--- src/mbtrain_consts.svh ---
`ifndef MBTRAIN_CONSTS_SVH
`define MBTRAIN_CONSTS_SVH

// number of mainband training substeps, valid vref through repair
`define MBT_NUM_STEPS 13

// field widths
`define MBT_SPEED_W 3
`define MBT_SB_W 4
`define MBT_MUX_W 3

// sideband substate sent while no substep is active
`define MBT_SB_IDLE 4'd0

// pattern mux select codes
// vref sweeps for valid and data lanes
`define MBT_MUX_VREF 3'd0
// self calibration and speed idle
`define MBT_MUX_SELFCAL 3'd1
// point test during link speed
`define MBT_MUX_LINKSPEED 3'd2
// lane repair exchange
`define MBT_MUX_REPAIR 3'd3
// eye center search
`define MBT_MUX_CENTER 3'd4
// rx clock cal and deskew
`define MBT_MUX_RXCAL 3'd5

`endif

--- src/mbtrain_pkg.sv ---
`default_nettype none

`include "mbtrain_consts.svh"

package mbtrain_pkg;

	// substeps in training order, the value is also the sideband substate
	typedef enum logic [$clog2(`MBT_NUM_STEPS)-1:0] {
		step_valid_vref = 0,
		step_data_vref = 1,
		step_speed_idle = 2,
		step_tx_selfcal = 3,
		step_rx_clk_cal = 4,
		step_val_train_center = 5,
		step_val_train_vref = 6,
		step_data_train_center1 = 7,
		step_data_train_vref = 8,
		step_rx_deskew = 9,
		step_data_train_center2 = 10,
		step_link_speed = 11,
		step_repair = 12
	} step_t;

	// one bit per substep, indexed by step_t
	typedef logic [`MBT_NUM_STEPS-1:0] step_vec_t;

	typedef logic [`MBT_SPEED_W-1:0] speed_t;
	typedef logic [`MBT_SB_W-1:0] sb_substate_t;
	typedef logic [`MBT_MUX_W-1:0] mux_sel_t;

	// bit 0 lanes 0..7 functional, bit 1 lanes 8..15 functional
	typedef logic [1:0] lane_halves_t;

	// resolved retrain state from phy retrain
	typedef enum logic [1:0] {
		full_train = 2'd0,
		from_selfcal = 2'd1,
		from_repair = 2'd2,
		degrade = 2'd3
	} retrain_state_t;

	typedef enum logic [1:0] {
		idle,
		run,
		finish
	} seq_state_t;

endpackage

`default_nettype wire

--- src/link_state_tracker.sv ---
`timescale 1ns/100ps
`default_nettype none

module link_state_tracker (
	input wire logic clk,
	input wire logic rst_n,
	input wire logic i_load_init,
	input wire logic i_degrade,
	input wire logic i_ls_done,
	input wire logic i_repair_start,
	input wire logic i_repair_done,
	input wire logic i_finish_exit,
	input wire mbtrain_pkg::speed_t i_highest_speed,
	input wire mbtrain_pkg::lane_halves_t i_init_tx_lanes,
	input wire mbtrain_pkg::lane_halves_t i_init_rx_lanes,
	input wire mbtrain_pkg::lane_halves_t i_ls_tx_lanes,
	input wire mbtrain_pkg::lane_halves_t i_repair_rx_lanes,
	output mbtrain_pkg::speed_t o_speed,
	output mbtrain_pkg::lane_halves_t o_tx_lanes,
	output mbtrain_pkg::lane_halves_t o_rx_lanes,
	output logic o_coming_from_repair
);

	// repair already happened in mbinit, or was started during this training
	logic init_repair;
	logic train_repair;

	assign o_coming_from_repair = init_repair | train_repair;

	// the operating speed never steps below the lowest code
	always_ff @(posedge clk or negedge rst_n) begin
		if (!rst_n) begin
			o_speed <= '0;
		end else if (i_load_init) begin
			o_speed <= i_highest_speed;
		end else if (i_degrade && (o_speed != '0)) begin
			o_speed <= o_speed - 1'b1;
		end
	end

	always_ff @(posedge clk or negedge rst_n) begin
		if (!rst_n) begin
			o_tx_lanes <= '0;
			o_rx_lanes <= '0;
		end else begin
			if (i_load_init) begin
				o_tx_lanes <= i_init_tx_lanes;
				o_rx_lanes <= i_init_rx_lanes;
			end
			// tx width is settled by the link speed point test
			if (i_ls_done)
				o_tx_lanes <= i_ls_tx_lanes;
			if (i_repair_done)
				o_rx_lanes <= i_repair_rx_lanes;
		end
	end

	always_ff @(posedge clk or negedge rst_n) begin
		if (!rst_n) begin
			init_repair <= 1'b0;
			train_repair <= 1'b0;
		end else if (i_finish_exit) begin
			init_repair <= 1'b0;
			train_repair <= 1'b0;
		end else begin
			if (i_load_init && !(&i_init_tx_lanes))
				init_repair <= 1'b1;
			if (i_repair_start)
				train_repair <= 1'b1;
		end
	end

endmodule

`default_nettype wire

--- src/mbtrain_sequencer.sv ---
`timescale 1ns/100ps
`default_nettype none

`include "mbtrain_consts.svh"

module mbtrain_sequencer (
	input wire logic clk,
	input wire logic rst_n,
	input wire logic i_en,
	input wire mbtrain_pkg::retrain_state_t i_retrain_state,
	input wire mbtrain_pkg::step_vec_t i_step_done,
	input wire logic i_retrain_req,
	input wire logic i_error_req,
	input wire logic i_degrade_req,
	output mbtrain_pkg::step_vec_t o_start,
	output mbtrain_pkg::sb_substate_t o_sb_substate,
	output mbtrain_pkg::mux_sel_t o_mux_sel,
	output logic o_valtrain_test,
	output logic o_phyretrain_en,
	output logic o_mbtrain_ack,
	output logic o_load_init,
	output logic o_degrade,
	output logic o_ls_done,
	output logic o_repair_start,
	output logic o_repair_done,
	output logic o_finish_exit
);

	mbtrain_pkg::seq_state_t state;
	mbtrain_pkg::step_t cur_step;
	mbtrain_pkg::step_t next_step;
	logic launch;
	logic go_finish;
	logic retrain_fin;
	logic load_init_d;
	logic degrade_d;
	logic ls_done_d;
	logic repair_start_d;
	logic repair_done_d;
	logic finish_exit_d;

	function automatic mbtrain_pkg::mux_sel_t step_mux(input mbtrain_pkg::step_t s);
		case (s)
			mbtrain_pkg::step_valid_vref: step_mux = `MBT_MUX_VREF;
			mbtrain_pkg::step_data_vref: step_mux = `MBT_MUX_VREF;
			mbtrain_pkg::step_speed_idle: step_mux = `MBT_MUX_SELFCAL;
			mbtrain_pkg::step_tx_selfcal: step_mux = `MBT_MUX_SELFCAL;
			mbtrain_pkg::step_rx_clk_cal: step_mux = `MBT_MUX_RXCAL;
			mbtrain_pkg::step_val_train_center: step_mux = `MBT_MUX_CENTER;
			mbtrain_pkg::step_val_train_vref: step_mux = `MBT_MUX_VREF;
			mbtrain_pkg::step_data_train_center1: step_mux = `MBT_MUX_CENTER;
			mbtrain_pkg::step_data_train_vref: step_mux = `MBT_MUX_VREF;
			mbtrain_pkg::step_rx_deskew: step_mux = `MBT_MUX_RXCAL;
			mbtrain_pkg::step_data_train_center2: step_mux = `MBT_MUX_CENTER;
			mbtrain_pkg::step_link_speed: step_mux = `MBT_MUX_LINKSPEED;
			mbtrain_pkg::step_repair: step_mux = `MBT_MUX_REPAIR;
			default: step_mux = `MBT_MUX_VREF;
		endcase
	endfunction

	// next step decision, only the active cell's done bit matters
	always_comb begin
		launch = 1'b0;
		next_step = cur_step;
		go_finish = 1'b0;
		retrain_fin = 1'b0;
		load_init_d = 1'b0;
		degrade_d = 1'b0;
		ls_done_d = 1'b0;
		repair_start_d = 1'b0;
		repair_done_d = 1'b0;
		finish_exit_d = 1'b0;
		case (state)
			mbtrain_pkg::idle: begin
				if (i_en) begin
					launch = 1'b1;
					case (i_retrain_state)
						mbtrain_pkg::full_train: begin
							next_step = mbtrain_pkg::step_valid_vref;
							load_init_d = 1'b1;
						end
						mbtrain_pkg::from_selfcal: next_step = mbtrain_pkg::step_tx_selfcal;
						mbtrain_pkg::from_repair: begin
							next_step = mbtrain_pkg::step_repair;
							repair_start_d = 1'b1;
						end
						mbtrain_pkg::degrade: begin
							next_step = mbtrain_pkg::step_speed_idle;
							degrade_d = 1'b1;
						end
					endcase
				end
			end
			mbtrain_pkg::run: begin
				if (i_step_done[cur_step]) begin
					case (cur_step)
						mbtrain_pkg::step_link_speed: begin
							// requests are sampled in the done cycle
							if (i_retrain_req) begin
								go_finish = 1'b1;
								retrain_fin = 1'b1;
							end else begin
								ls_done_d = 1'b1;
								if (i_error_req && i_degrade_req) begin
									launch = 1'b1;
									next_step = mbtrain_pkg::step_speed_idle;
									degrade_d = 1'b1;
								end else if (i_error_req) begin
									launch = 1'b1;
									next_step = mbtrain_pkg::step_repair;
									repair_start_d = 1'b1;
								end else begin
									go_finish = 1'b1;
								end
							end
						end
						mbtrain_pkg::step_repair: begin
							launch = 1'b1;
							next_step = mbtrain_pkg::step_tx_selfcal;
							repair_done_d = 1'b1;
						end
						default: begin
							launch = 1'b1;
							next_step = mbtrain_pkg::step_t'(cur_step + 1'b1);
						end
					endcase
				end
			end
			mbtrain_pkg::finish: finish_exit_d = !i_en;
			default: ;
		endcase
	end

	always_ff @(posedge clk or negedge rst_n) begin
		if (!rst_n) begin
			state <= mbtrain_pkg::idle;
			cur_step <= mbtrain_pkg::step_valid_vref;
			o_start <= '0;
			o_sb_substate <= `MBT_SB_IDLE;
			o_mux_sel <= `MBT_MUX_VREF;
			o_valtrain_test <= 1'b0;
			o_phyretrain_en <= 1'b0;
			o_mbtrain_ack <= 1'b0;
			o_load_init <= 1'b0;
			o_degrade <= 1'b0;
			o_ls_done <= 1'b0;
			o_repair_start <= 1'b0;
			o_repair_done <= 1'b0;
			o_finish_exit <= 1'b0;
		end else begin
			o_start <= '0;
			o_load_init <= load_init_d;
			o_degrade <= degrade_d;
			o_ls_done <= ls_done_d;
			o_repair_start <= repair_start_d;
			o_repair_done <= repair_done_d;
			o_finish_exit <= finish_exit_d;
			// codes go out with the start pulse so they are stable when en rises
			if (launch) begin
				state <= mbtrain_pkg::run;
				cur_step <= next_step;
				o_start[next_step] <= 1'b1;
				o_sb_substate <= mbtrain_pkg::sb_substate_t'(next_step);
				o_mux_sel <= step_mux(next_step);
				o_valtrain_test <= next_step inside {mbtrain_pkg::step_valid_vref,
					mbtrain_pkg::step_val_train_center, mbtrain_pkg::step_val_train_vref};
			end else if (go_finish) begin
				state <= mbtrain_pkg::finish;
				o_sb_substate <= `MBT_SB_IDLE;
				o_phyretrain_en <= retrain_fin;
			end else if (state == mbtrain_pkg::finish) begin
				// ack holds until the caller drops enable
				o_mbtrain_ack <= i_en;
				if (finish_exit_d) begin
					state <= mbtrain_pkg::idle;
					o_phyretrain_en <= 1'b0;
				end
			end
		end
	end

endmodule

`default_nettype wire

--- src/mbtrain_top.sv ---
`timescale 1ns/100ps
`default_nettype none

`include "mbtrain_consts.svh"

module mbtrain_top (
	input wire logic clk,
	input wire logic rst_n,
	input wire logic i_en,
	input wire mbtrain_pkg::retrain_state_t i_retrain_state,
	input wire mbtrain_pkg::speed_t i_highest_speed,
	input wire mbtrain_pkg::lane_halves_t i_init_tx_lanes,
	input wire mbtrain_pkg::lane_halves_t i_init_rx_lanes,
	input wire mbtrain_pkg::lane_halves_t i_ls_tx_lanes,
	input wire mbtrain_pkg::lane_halves_t i_repair_rx_lanes,
	input wire mbtrain_pkg::step_vec_t i_step_ack,
	input wire logic i_retrain_req,
	input wire logic i_error_req,
	input wire logic i_degrade_req,
	output mbtrain_pkg::step_vec_t o_step_en,
	output mbtrain_pkg::sb_substate_t o_sb_substate,
	output mbtrain_pkg::mux_sel_t o_mux_sel,
	output logic o_valtrain_test,
	output logic o_phyretrain_en,
	output logic o_mbtrain_ack,
	output mbtrain_pkg::speed_t o_speed,
	output mbtrain_pkg::lane_halves_t o_tx_lanes,
	output mbtrain_pkg::lane_halves_t o_rx_lanes,
	output logic o_coming_from_repair
);

	mbtrain_pkg::step_vec_t start_vec;
	mbtrain_pkg::step_vec_t done_vec;
	logic load_init;
	logic degrade;
	logic ls_done;
	logic repair_start;
	logic repair_done;
	logic finish_exit;

	mbtrain_sequencer u_seq (
		.clk(clk),
		.rst_n(rst_n),
		.i_en(i_en),
		.i_retrain_state(i_retrain_state),
		.i_step_done(done_vec),
		.i_retrain_req(i_retrain_req),
		.i_error_req(i_error_req),
		.i_degrade_req(i_degrade_req),
		.o_start(start_vec),
		.o_sb_substate(o_sb_substate),
		.o_mux_sel(o_mux_sel),
		.o_valtrain_test(o_valtrain_test),
		.o_phyretrain_en(o_phyretrain_en),
		.o_mbtrain_ack(o_mbtrain_ack),
		.o_load_init(load_init),
		.o_degrade(degrade),
		.o_ls_done(ls_done),
		.o_repair_start(repair_start),
		.o_repair_done(repair_done),
		.o_finish_exit(finish_exit)
	);

	// one handshake cell per substep engine
	for (genvar g = 0; g < `MBT_NUM_STEPS; g++) begin : g_step
		substep_handshake u_cell (
			.clk(clk),
			.rst_n(rst_n),
			.i_start(start_vec[g]),
			.i_ack(i_step_ack[g]),
			.o_en(o_step_en[g]),
			.o_done(done_vec[g])
		);
	end

	link_state_tracker u_track (
		.clk(clk),
		.rst_n(rst_n),
		.i_load_init(load_init),
		.i_degrade(degrade),
		.i_ls_done(ls_done),
		.i_repair_start(repair_start),
		.i_repair_done(repair_done),
		.i_finish_exit(finish_exit),
		.i_highest_speed(i_highest_speed),
		.i_init_tx_lanes(i_init_tx_lanes),
		.i_init_rx_lanes(i_init_rx_lanes),
		.i_ls_tx_lanes(i_ls_tx_lanes),
		.i_repair_rx_lanes(i_repair_rx_lanes),
		.o_speed(o_speed),
		.o_tx_lanes(o_tx_lanes),
		.o_rx_lanes(o_rx_lanes),
		.o_coming_from_repair(o_coming_from_repair)
	);

endmodule

`default_nettype wire

--- src/substep_handshake.sv ---
`timescale 1ns/100ps
`default_nettype none

module substep_handshake (
	input wire logic clk,
	input wire logic rst_n,
	input wire logic i_start,
	input wire logic i_ack,
	output logic o_en,
	output logic o_done
);

	typedef enum logic [1:0] {
		ph_off,
		ph_ack_high,
		ph_ack_low
	} phase_t;

	phase_t phase;

	always_ff @(posedge clk or negedge rst_n) begin
		if (!rst_n) begin
			phase <= ph_off;
			o_en <= 1'b0;
			o_done <= 1'b0;
		end else begin
			o_done <= 1'b0;
			case (phase)
				ph_off: begin
					if (i_start) begin
						o_en <= 1'b1;
						phase <= ph_ack_high;
					end
				end
				ph_ack_high: begin
					// engine finished, release en and wait for it to let go of ack
					if (i_ack) begin
						o_en <= 1'b0;
						phase <= ph_ack_low;
					end
				end
				ph_ack_low: begin
					if (!i_ack) begin
						o_done <= 1'b1;
						phase <= ph_off;
					end
				end
				default: phase <= ph_off;
			endcase
		end
	end

endmodule

`default_nettype wire

--- config.mk ---
export PLATFORM = sky130hd
export DESIGN_NAME = mbtrain_top
export DESIGN_NICKNAME = d
export VERILOG_FILES = /design/src/mbtrain_pkg.sv /design/src/link_state_tracker.sv /design/src/mbtrain_sequencer.sv /design/src/mbtrain_top.sv /design/src/substep_handshake.sv
export VERILOG_INCLUDE_DIRS = /design/src
export SDC_FILE = /design/constraint.sdc
export NUM_CORES = 1
export LEC_CHECK = 0
export ABC_CLOCK_PERIOD_IN_PS = 4200
export BUFFER_PORTS_ARGS = -buffer_cell sky130_fd_sc_hd__buf_2
export CAP_MARGIN = 20
export CORE_MARGIN = 2
export CORE_UTILIZATION = 57
export CTS_CLUSTER_SIZE = 8
export DETAILED_ROUTE_END_ITERATION = 12
export PLACE_DENSITY = 0.79
export RECOVER_POWER = 100
export REMOVE_ABC_BUFFERS = 1
export SLEW_MARGIN = 20
export SYNTH_ARGS = -nofsm -noshare
export SYNTH_HDL_FRONTEND = slang
export SYNTH_SLANG_ARGS = --single-unit
--- constraint.sdc ---
create_clock -name clk -period 4.2 [get_ports clk]
set_input_delay 0.42 -clock clk [delete_from_list [all_inputs] [get_ports clk]]
set_output_delay 0.42 -clock clk [all_outputs]
set_load 0.05 [all_outputs]
== Word level (Yosys, flattened, before mapping) ==
Memories as Yosys holds them, arrays and structs flattened. A register that Yosys moved wholly into a read port is not among the register bits.
Index checks and enable logic that the tools add are counted.
Cells by class
  $add $sub $neg: 2
  $mul: 0
  div/mod/pow operators: 0
  magnitude comparators: 3
  eq/ne operators: 74
  shift-type cells: 0
  muxes and demuxes: 191
  bitwise logic cells: 3
  reduce and logical (&&, ||, !) cells: 78
Operator list (count)
  1-bit 2-to-1 mux: 100
  2-bit 2-to-1 mux: 47
  3-bit AND reduction: 28
  2-bit != test, second input constant: 39
  2-bit case mux with 3 select lines: 13
  2-bit nonzero test: 21
  2-bit == test, second input constant: 16
  1-bit case mux with 2 select lines: 16
  2-bit by 1-bit == test with 1-bit output, second input constant: 15
  2-bit zero test: 15
  4-bit 2-to-1 mux: 7
  4-bit case mux with 2 select lines: 2
  4-bit case mux with 4 select lines: 1
  13-bit 2-to-1 mux: 1
  3-bit nonzero test: 4
  4-bit by 5-bit < comparator with 1-bit output, second input constant: 2
  4-bit by 3-bit == test with 1-bit output, second input constant: 2
  4-bit == test, second input constant: 2
  3-bit 2-to-1 mux: 2
  4-bit by 1-bit adder with 4-bit output, second input constant: 1
  1-bit binary-select mux with 4-bit select: 1
  1-bit demux with 4-bit select: 1
  4-bit by 1-bit greater-or-equal comparator with 1-bit output, second input constant: 1
  1-bit logical AND: 4
  6 further kinds: 10
Storage, ports and cells
  register bits after elaboration: 93
  bits in latches: 0
  memory bits (writable): 0
  bits in read-only memories: 48
  input bits: 32
  memories: 1
Memory list
  (no name shown): words 16, bits a word 3, read ports 1, clocked after Yosys merged registers in 1, write ports 0, line mbtrain_sequencer.sv:43  | case (s)

== Logic depth before layout (Yosys ltp) ==
Gate-level depths: netlist (run 1).
  word-level depth: 11
  gate-level depth with buffers: 12
  gate-level depth less buffers: 10

== Hierarchy ==
A second synthesis (run 1) with hierarchy kept.
Unflattened totals
  cells, all modules: 407
  area, all modules: 4330.4 µm²
By module, submodules not included
  substep_handshake: times used 13, cells each 14, area an instance 153.9 µm², seq. area each 100.1 µm²
  mbtrain_sequencer: times used 1, cells each 182, area an instance 1870.5 µm², seq. area each 875.8 µm²
  link_state_tracker: times used 1, cells each 43, area an instance 459.2 µm², seq. area each 225.2 µm²

== Worst setup path before layout (run 1) ==
Ideal clock, no wire load.
  path kind: register to register
  start point: reg u_seq.cur_step[0]
  end point: reg u_seq.o_mux_sel[2]
  arrival: 2806 ps
  required time: 4076 ps
  setup slack: 1270 ps
  stages on the path, launching flop included: 12
  cell sequence: dfrtp_1 > buf_6 > mux4_2 > nor2_2 > nor3_1 > or2_4 > and4_4 > o21bai_4 > a221oi_1 > ha_1 > and4_1 > a211o_1
Between the ends
  word-level cells in the longest chain between the ends: 6
  elaborated cells between the ends (all ways): 15
  classes of those cells: add/sub (1); eq/ne (2); mux (12)
RTL lines
  start: declaration: line mbtrain_sequencer.sv:30  | mbtrain_pkg::step_t cur_step;
  start signal: assignment: line mbtrain_sequencer.sv:137  | cur_step <= mbtrain_pkg::step_valid_vref;
  start signal: assignment: line mbtrain_sequencer.sv:161  | cur_step <= next_step;
  parallel branches: the longest is 6 deep, another holds 4-bit by 1-bit adder with 4-bit output
  end: declaration: line mbtrain_sequencer.sv:17  | output mbtrain_pkg::mux_sel_t o_mux_sel,
Parallel ways; which one is timed is not known. The select of a mux whose other input is x is not followed.
A chain may end at the register's enable or synchronous reset.

== Final worst setup path (run 1) ==
Ends and elaborated chain as after synthesis.

==> impl_metrics.tcl, run 1 <==
set metrics [dict create \
    outcome "finished with violations" \
    grt.overflow.total 0 \
    area.growth.synth_to_final_pct 9.26 \
    layout.cells.non_filler 588 \
    initial_utilization 0.579 \
    syn-mean-instance-area_um2 10.2 \
    skew_ps 8.25 \
    diodes 0 \
    core_area_um2 7610 \
    worstRegToRegCells 10 \
    cts_root_buf "clkbuf_8" \
    finalCritPeriodShare 0.877 \
    power.sequential.fraction 0.384 \
    post_drt_wl_per_cell_um 14.5 \
    timing.critical_path.arrival_ps 3940 \
    slew_viol_final 72 \
    clock-sinks 96 \
    worst_slew_margin_rel -0.122 \
    detail_route.iter0.violations 164 \
    avgViaCountPerCell 5.42 \
    timing.rr.end "u_seq.o_mux_sel[2]" \
    grt_setup_unrepaired "false" \
    p_int_uw 2110 \
    synth_top_area_cell "dfrtp_1" \
    critical_path.max_stage_delay_ps 740 \
    die_area_um2 8450 \
    worst_pin_slew_ps 1680 \
    fin_nets 526 \
    setup_viol_count_final 0 \
    setup.worst_path.end_class "register" \
    dieWidth_um 91.9 \
    die_h_um 91.9 \
    place_congestion 0.923 \
    crit_slowest_cell "dfrtp_1" \
    critPathLaunchType "register" \
    insertion_delay_ps 360 \
    count_of_standard_cell_rows 32 \
    fmax_mhz 271 \
    regToRegSetupSlack_ps 520 \
    via_count 3189 \
    critical_path.startpoint "u_seq.cur_step[0]" \
    class_of_the_tightest_hold_or_removal_check "primary input to register" \
    yosysTopAreaCellShare 0.545 \
    postSynth.topFlopCell "dfrtp_1" \
    first_global_vias 3173 \
    grt_pass1_wl_mm 14.6 \
    share_comb_of_total_power 0.467 \
    cts_tree "done" \
    critPathCapture "u_seq.o_mux_sel[2]" \
    cts.clk_slew.worst_paths_ps 90 \
    worstReg2RegStart "u_seq.cur_step[0]" \
    cap_viol_max_count 1 \
    cts-resized-gates 0 \
    ctsHtreeMaxLevel 3 \
    worstPathRequired_ps 4450 \
    syn-cell-area_um2 4410 \
    clock_network_power_share 0.149 \
    cts_max_path_buffers 2 \
    leakagePower_uw 0.00216 \
    portion_of_the_post_synthesis_area_used_by_sequential_elements 0.545 \
    ios 63 \
    layout-drive-gt1-share 0.113 \
    post_cts_buffers 0 \
    dr.pass1.iters 4 \
    cells_traversed_along_the_worst_timing_path "mux4_2, nor2_1, nor3_1, or2_0, and4_2, o21bai_1, a221oi_1, ha_1, and4_1, a211o_1" \
    dp.final_hpwl_mm 6.18 \
    synthesis.instances 430 \
    synth_area_leaders "dfrtp_1 55%, o21ai_0 4.5%, nor2_1 4.3%" \
    drc 0 \
    grt_use_total 0.220 \
    synth-edff-count 0 \
    power-per-cell-area_nw_per_um2 827 \
    switching_share 0.471 \
    cts_hold_buffers 0 \
    fin_setup_tns_ps 0 \
    grt_start_max_net_pins 72 \
    critical_path.max_fanout 17 \
    dominant_delay_contributor_by_cell_family_on_the_critical_path "compound AO/OA/AOI/OAI gates" \
    dp_cells 574 \
    grt_antenna_before_repair 0 \
    synth_warnings 0 \
    net_load_switching_power_uw 1870 \
    path_buf_inv 0 \
    postSynth.asyncResetShare 1.00 \
    hold_viol_final 0 \
    detail_route.wirelength_mm 8.51 \
    synth_seq_cells 96 \
    path_class "register to register" \
    number_of_buffers_created_by_cts 9 \
    failed_checks "max-capacitance violations, max-slew violations" \
    placement.io_buffers 62 \
    worst-path-stages 10 \
    yosys.cell_types.count 55 \
    detail-route-antenna-nets 0 \
    peakVddDrop_uv 343 \
    finalCriticalPeriod_ps 3680 \
]
[routing by layer]
layer,wire (µm),global-route usage,part of all wire
met5,0,0,0
met4,133,0.0672,0.016
met3,427,0.0575,0.050
met2,4180,0.366,0.49
met1,3770,0.286,0.44
[worst reg2reg max path: stages, from the launching register on]
cell and delay [ps]:
dfrtp_1 740, mux4_2 590, nor2_1 140, nor3_1 90
or2_0 300, and4_2 260, o21bai_1 210, a221oi_1 540
ha_1 340, and4_1 150, a211o_1 220
[sequential cells by signal (all words and copies together), names as in the netlist, 3 cells and up]
name	cells
u_seq.o_sb_substate	4
g_step.u_cell.o_done	13
u_track.o_speed	3
u_seq.o_mux_sel	3
g_step.u_cell.o_en	13
u_seq.cur_step	4
g_step.u_cell.phase	26
u_seq.o_start	13
[per-stage QoR]
step / power (µW) / area [µm²] / setup WS (ps) / utilization / hold slack, ps
after floorplan: 2970 / 4250 / 1040 / - / 124
after global placement: 3410 / 4700 / 816 / 0.618 / 412
after detailed placement: 3470 / 4700 / 694 / 0.618 / 426
after CTS: 4070 / 4890 / 692 / 0.643 / 193
after global routing: 4310 / 4810 / 239 / 0.633 / 215
final: 3980 / 4810 / 516 / 0.633 / 233
[Yosys cell counts (all sizes together), types with 3 or more instances]
library cell,instances
a221o,4
a211oi,14
buf,20
inv,40
o21ai,41
nor3,24
mux2i,10
dfrtp,96
ha,11
nand3,6
mux2,4
nand2,30
a21oi,19
nor2,52
xnor2,14
nand2b,6
nor2b,3
o22ai,4
[power groups by stage]
stage	Clock [µW]	Sequential (µW)	Combinational (µW)
after floorplan	0	1920	1060
after global placement	0	1520	1880
after detailed placement	0	1540	1930
after CTS	610	1520	1940
after global routing	656	1580	2070
final	592	1530	1860
[final cells by class]
type	instances	area [µm²]
Clock buffer	10	138
Inverter	40	150
Timing Repair Buffer	63	275
Sequential cell	96	2400
Fill cell	645	2790
Multi-Input combinational cell	273	1670
Clock inverter	4	55.1
Tap cell	102	128
[logic make-up after synthesis]
| group | Yosys count | share of synthesized area |
|---|---|---|
| DFF | 96 | 0.545 |
| buffers and inverters | 61 | 0.0684 |
| adders and majority gates | 11 | 0.0312 |
| xor gates and xnor gates | 14 | 0.0278 |
| and+or+nand+nor | 130 | 0.135 |
| muxes | 15 | 0.0389 |
| AOI/OAI and AO/OA | 103 | 0.153 |
[placed cells by master, fill, tap and decap left out, types with 5 or more instances in the layout]
master / n
clkbuf_1: 32
inv_1: 40
dfrtp_1: 96
nand2_1: 29
clkbuf_8: 10
a21oi_1: 19
nor2_1: 52
a211oi_1: 14
ha_1: 11
nor3_1: 24
xnor2_1: 14
nand3_1: 6
mux2i_1: 10
nand2b_1: 5
buf_2: 30
o21ai_0: 41
[how the worst min path moves through the flow]
| stage | startpoint | to | slack, ps | cells after the start |
|---|---|---|---|---|
| final | i_step_ack[11] | g_step[11].u_cell.o_done | 230 | 2 |
| after global routing | i_step_ack[8] | g_step[8].u_cell.o_done | 220 | 2 |
| after CTS | rst_n | u_seq.o_mbtrain_ack | 190 | 1 |
| after detailed placement | u_seq.o_finish_exit | u_track.init_repair | 430 | 1 |
| after global placement | u_seq.o_finish_exit | u_track.init_repair | 410 | 1 |
| after floorplan | rst_n | g_step[0].u_cell.o_done | 120 | 0 |
Note: power is estimated with default switching activity, not from simulation.
==> run 2: changes to the inputs <==
Settings changed: ABC_CLOCK_PERIOD_IN_PS 4200 to 4650, CORE_UTILIZATION 57 to 59, PLACE_DENSITY 0.79 to 0.84, REMOVE_ABC_BUFFERS 1 to default.
Clock period 4.2 ns to 4.65 ns, I/O delays scaled along.
==> impl_metrics.tcl, run 2 (same netlist as run 1, synthesis figures left out) <==
set metrics [dict create \
    regToRegSetupSlack_ps 900 \
    cts-resized-gates 0 \
    cts_max_path_buffers 2 \
    grt_use_total 0.237 \
    final_design_area_no_fill_um2 4820 \
    detail-route-antenna-nets 0 \
    largest_reg_flops 26 \
    clock_network_power_share 0.143 \
    initial_utilization 0.607 \
    ios 63 \
    worstPathRequired_ps 4910 \
    switching_share 0.485 \
    via_count 3280 \
    setup_viol_count_final 0 \
    critical_path.max_fanout 17 \
    outcome "finished with violations" \
    grt_start_max_net_pins 53 \
    power-per-cell-area_nw_per_um2 759 \
    avgViaCountPerCell 5.59 \
    ctsHtreeMaxLevel 3 \
    worstRegToRegCells 7 \
    p_int_uw 1890 \
    placement.io_buffers 62 \
    most-common-layout-cells "96 x dfrtp_1, 52 x nor2_1, 41 x o21ai_0" \
    dp.final_hpwl_mm 6.50 \
    dr.pass1.iters 5 \
    placedInstanceArea_um2 4700 \
    post_drt_wl_per_cell_um 15.6 \
    share_comb_of_total_power 0.478 \
    grt_setup_unrepaired "false" \
    registers.top_by_ff_count "g_step.u_cell.phase" \
    hold_path_depth 2 \
    cts_hold_buffers 0 \
    worst_slew_margin_rel -0.781 \
    cts_tree "done" \
    area.growth.synth_to_final_pct 9.49 \
    die_h_um 90.4 \
    grt_antenna_before_repair 0 \
    post_cts_buffers 0 \
    diodes 0 \
    slew_viol_final 53 \
    worst_hold_startpoint "i_step_ack[0]" \
    count_of_standard_cell_rows 31 \
    critical_path.startpoint "u_seq.cur_step[0]" \
    timing.rr.end "u_seq.o_mux_sel[2]" \
    first_global_vias 3239 \
    net_load_switching_power_uw 1770 \
    cts_root_buf "clkbuf_8" \
    grt.overflow.total 0 \
    drc 0 \
    number_of_buffers_created_by_cts 9 \
    fin_nets 526 \
    fin_setup_tns_ps 0 \
    worstReg2RegStart "u_seq.cur_step[0]" \
    final_common_cell "dfrtp_1" \
    setup.worst_path.end_class "register" \
    layout-drive-gt1-share 0.117 \
    die_area_um2 8170 \
    cts.clk_slew.worst_paths_ps 90 \
    detail_route.wirelength_mm 9.15 \
    hold_viol_final 0 \
    power.sequential.fraction 0.379 \
    core_area_um2 7250 \
    place_congestion 0.866 \
    finalCriticalPeriod_ps 3750 \
    peakVddDrop_uv 449 \
    class_of_the_tightest_hold_or_removal_check "primary input to register" \
    grt_pass1_wl_mm 15.5 \
    fmax_mhz 267 \
    worst_pin_slew_ps 2670 \
    skew_ps 9.26 \
    synth.net_count 473 \
    timing.critical_path.arrival_ps 4000 \
    path_class "register to register" \
    insertion_delay_ps 360 \
    failed_checks "max-capacitance violations, max-slew violations" \
    detail_route.iter0.violations 193 \
    cap_viol_max_count 1 \
    critPathLaunchType "register" \
    dieWidth_um 90.4 \
    finalCritPeriodShare 0.806 \
    clock-sinks 96 \
    leakagePower_uw 0.00217 \
    worstHoldEndpoint "g_step[0].u_cell.o_done" \
    totalPowerFinal_uw 3660 \
]
[run 2: critical path: stages, from the launching register on]
cell     delay (ps)
dfrtp_1         740
mux4_2          340
nor2_1           50
nor4_1          470
nor2_1          250
o21ai_0        1100
inv_1           310
a211o_1         360
[run 2: layer usage]
layer  share of wire  global-route usage  vias to the layer above
li1                -                   -                     1569
met1            0.44               0.305                     1596
met2            0.49               0.390                       99
met3           0.050              0.0576                       16
met4           0.019              0.0962                        0
met5               0                   0                        -
[run 2: power groups by stage]
stage | clock network (µW) | registers [µW] | logic [µW]
finish | 524 | 1390 | 1750
global route | 567 | 1430 | 1910
CTS | 538 | 1380 | 1800
detailed placement | 0 | 1390 | 1770
global placement | 0 | 1380 | 1700
floorplan | 0 | 1530 | 1280
[run 2: worst max path at each step]
stage,slack (ps),to
after CTS,1110,u_seq.o_mux_sel[2]
final,900,u_seq.o_mux_sel[2]
after floorplan,1720,u_seq.o_mux_sel[2]
after global routing,740,u_seq.o_mux_sel[2]
after detailed placement,1120,u_seq.o_mux_sel[2]
after global placement,1260,u_seq.o_mux_sel[2]
[run 2: area by class of cell]
cell class,instances,area (µm²)
Clock buffer,13,169
Clock inverter,3,25.0
Fill cell,583,2430
Inverter,40,150
Multi-Input combinational cell,273,1680
Sequential cell,96,2400
Tap cell,99,124
Timing Repair Buffer,63,275
[run 2: through the flow]
step / instances / setup slack, ps / hold WS, ps / util
6_report: 587 / 903 / 279 / 0.665
5_1_grt: 587 / 743 / 274 / 0.665
4_1_cts: 587 / 1110 / 128 / 0.674
3_5_place_dp: 571 / 1120 / 411 / 0.648
3_3_place_gp: 571 / 1260 / 409 / 0.648
2_1_floorplan: 430 / 1720 / 169 / -
==> run 3: changes to the inputs <==
Settings changed: ABC_CLOCK_PERIOD_IN_PS 4650 to 3600, CORE_UTILIZATION 59 to 57, PLACE_DENSITY 0.84 to 0.81.
Clock period 4.65 ns to 3.6 ns, I/O delays scaled along.
==> impl_metrics.tcl, run 3 (same netlist as run 1, synthesis figures left out) <==
set metrics [dict create \
    finalCriticalPeriod_ps 3350 \
    detail_route.wirelength_mm 8.79 \
    fin_setup_tns_ps 0 \
    detail_route.iter0.violations 249 \
    critical_path.max_fanout 11 \
    grt.overflow.total 0 \
    count_of_standard_cell_rows 32 \
    peakVddDrop_uv 525 \
    post_cts_buffers 0 \
    crit_slowest_cell "dfrtp_1" \
    slew_viol_final 78 \
    critical_path.startpoint "u_seq.cur_step[0]" \
    place_congestion 0.836 \
    area.growth.synth_to_final_pct 9.74 \
    setup_viol_count_final 0 \
    diodes 0 \
    initial_utilization 0.579 \
    post_drt_wl_per_cell_um 14.8 \
    cts-resized-gates 0 \
    drc 0 \
    post-place-ws_ps 253 \
    grt_use_total 0.222 \
    die_h_um 91.9 \
    fin_nets 528 \
    dr.pass1.iters 5 \
    cts_root_buf "clkbuf_8" \
    path_buf_inv 0 \
    worst_pin_slew_ps 1840 \
    largest_reg_flops 26 \
    setup.worst_path.end_class "register" \
    outcome "finished with violations" \
    insertion_delay_ps 360 \
    grt_start_max_net_pins 78 \
    timing.critical_path.arrival_ps 3610 \
    worst_slew_margin_rel -0.226 \
    routed-wl-met2_mm 4.31 \
    dp.final_hpwl_mm 6.47 \
    postLayoutSetupSlackWorst_ps 247 \
    cts_hold_buffers 0 \
    grt_antenna_before_repair 0 \
    path_class "register to register" \
    finalCritPeriodShare 0.931 \
    worstReg2RegStart "u_seq.cur_step[0]" \
    cts_tree "done" \
    length_of_routed_wiring_on_met1_mm 4.02 \
    first_global_vias 3099 \
    critPathLaunchType "register" \
    highest_layer "met4" \
    die_area_um2 8450 \
    detail-route-antenna-nets 0 \
    detailroute.wirelength.met3_um 275 \
    power-per-cell-area_nw_per_um2 962 \
    registers.top_by_ff_count "g_step.u_cell.phase" \
    most-common-layout-cells "96 x dfrtp_1, 52 x nor2_1, 40 x inv_1, 40 x o21ai_0, 34 x clkbuf_1" \
    hold_viol_final 0 \
    class_of_the_tightest_hold_or_removal_check "primary input to register" \
    cap_viol_max_count 1 \
    avgViaCountPerCell 5.51 \
    via_count 3264 \
    clock-sinks 96 \
    ios 63 \
    final_common_cell "dfrtp_1" \
    grt_pass1_wl_mm 14.6 \
    skew_ps 6.84 \
    placement.io_buffers 62 \
    cells_traversed_along_the_worst_timing_path "mux4_2, nor2_1, nor3_1, or2_4, and4_4, o21bai_4, a221oi_1, ha_1, and4_1, a211o_1" \
    number_of_buffers_created_by_cts 9 \
    worstPathRequired_ps 3850 \
    cts.clk_slew.worst_paths_ps 90 \
    cts_max_path_buffers 2 \
    failed_checks "max-capacitance violations, max-slew violations" \
    grt_setup_unrepaired "false" \
    dominant_delay_contributor_by_cell_family_on_the_critical_path "compound AO/OA/AOI/OAI gates" \
    layout-drive-gt1-share 0.120 \
    worst_hold_startpoint "i_step_ack[8]" \
    leakagePower_uw 0.00218 \
    fmax_mhz 298 \
    critical_path.max_stage_delay_ps 600 \
    ctsHtreeMaxLevel 3 \
    final_util 0.636 \
    dieWidth_um 91.9 \
    core_area_um2 7610 \
    synth.net_count 473 \
]
[run 3: report_power, final]
group          total, µW  switching, µW  internal (µW)  leakage, µW
sequential          1770            346           1430      0.00122
clock                664            370            294    0.0000999
combinational       2210           1500            707     0.000853
total               4650           2220           2430      0.00218
[run 3: worst paths after layout]
check / to / slack (ps) / cells after the start
worst max-delay path: u_seq.o_mux_sel[2] / 250 / 10
worst min-delay path: g_step[8].u_cell.o_done / 170 / 2
worst max register to register: u_seq.o_mux_sel[2] / 250 / 10
worst min register to register: u_track.train_repair / 460 / 1
max in group asynchronous: u_track.o_rx_lanes[0] / 1770 / 2
min in group asynchronous: g_step[2].u_cell.o_en / 490 / 1
[run 3: final cells by class]
| class | instances | area [µm²] |
|---|---|---|
| fillers | 647 | 2770 |
| flip-flops and latches | 96 | 2400 |
| repair buffers | 65 | 283 |
| clock buffers | 11 | 151 |
| inverters | 40 | 150 |
| clock inverters | 5 | 40.0 |
| multi-input cells | 273 | 1680 |
| well taps | 102 | 128 |
[run 3: metrics by stage]
step                instance area (µm²)  instances  power, µW  hold WS (ps)
finish                             4830        592       4650           166
global route                       4830        592       4980           161
CTS                                4910        592       4740           158
detailed placement                 4720        576       4070           451
global placement                   4720        576       4000           445
floorplan                          4410        430       3620          64.4
[run 3: per-layer routing]
| metal | global-route usage | vias to the layer above |
|---|---|---|
| met5 | 0 | - |
| met4 | 0.0908 | 0 |
| met3 | 0.0386 | 18 |
| met2 | 0.357 | 72 |
| met1 | 0.301 | 1602 |
| li1 | - | 1572 |
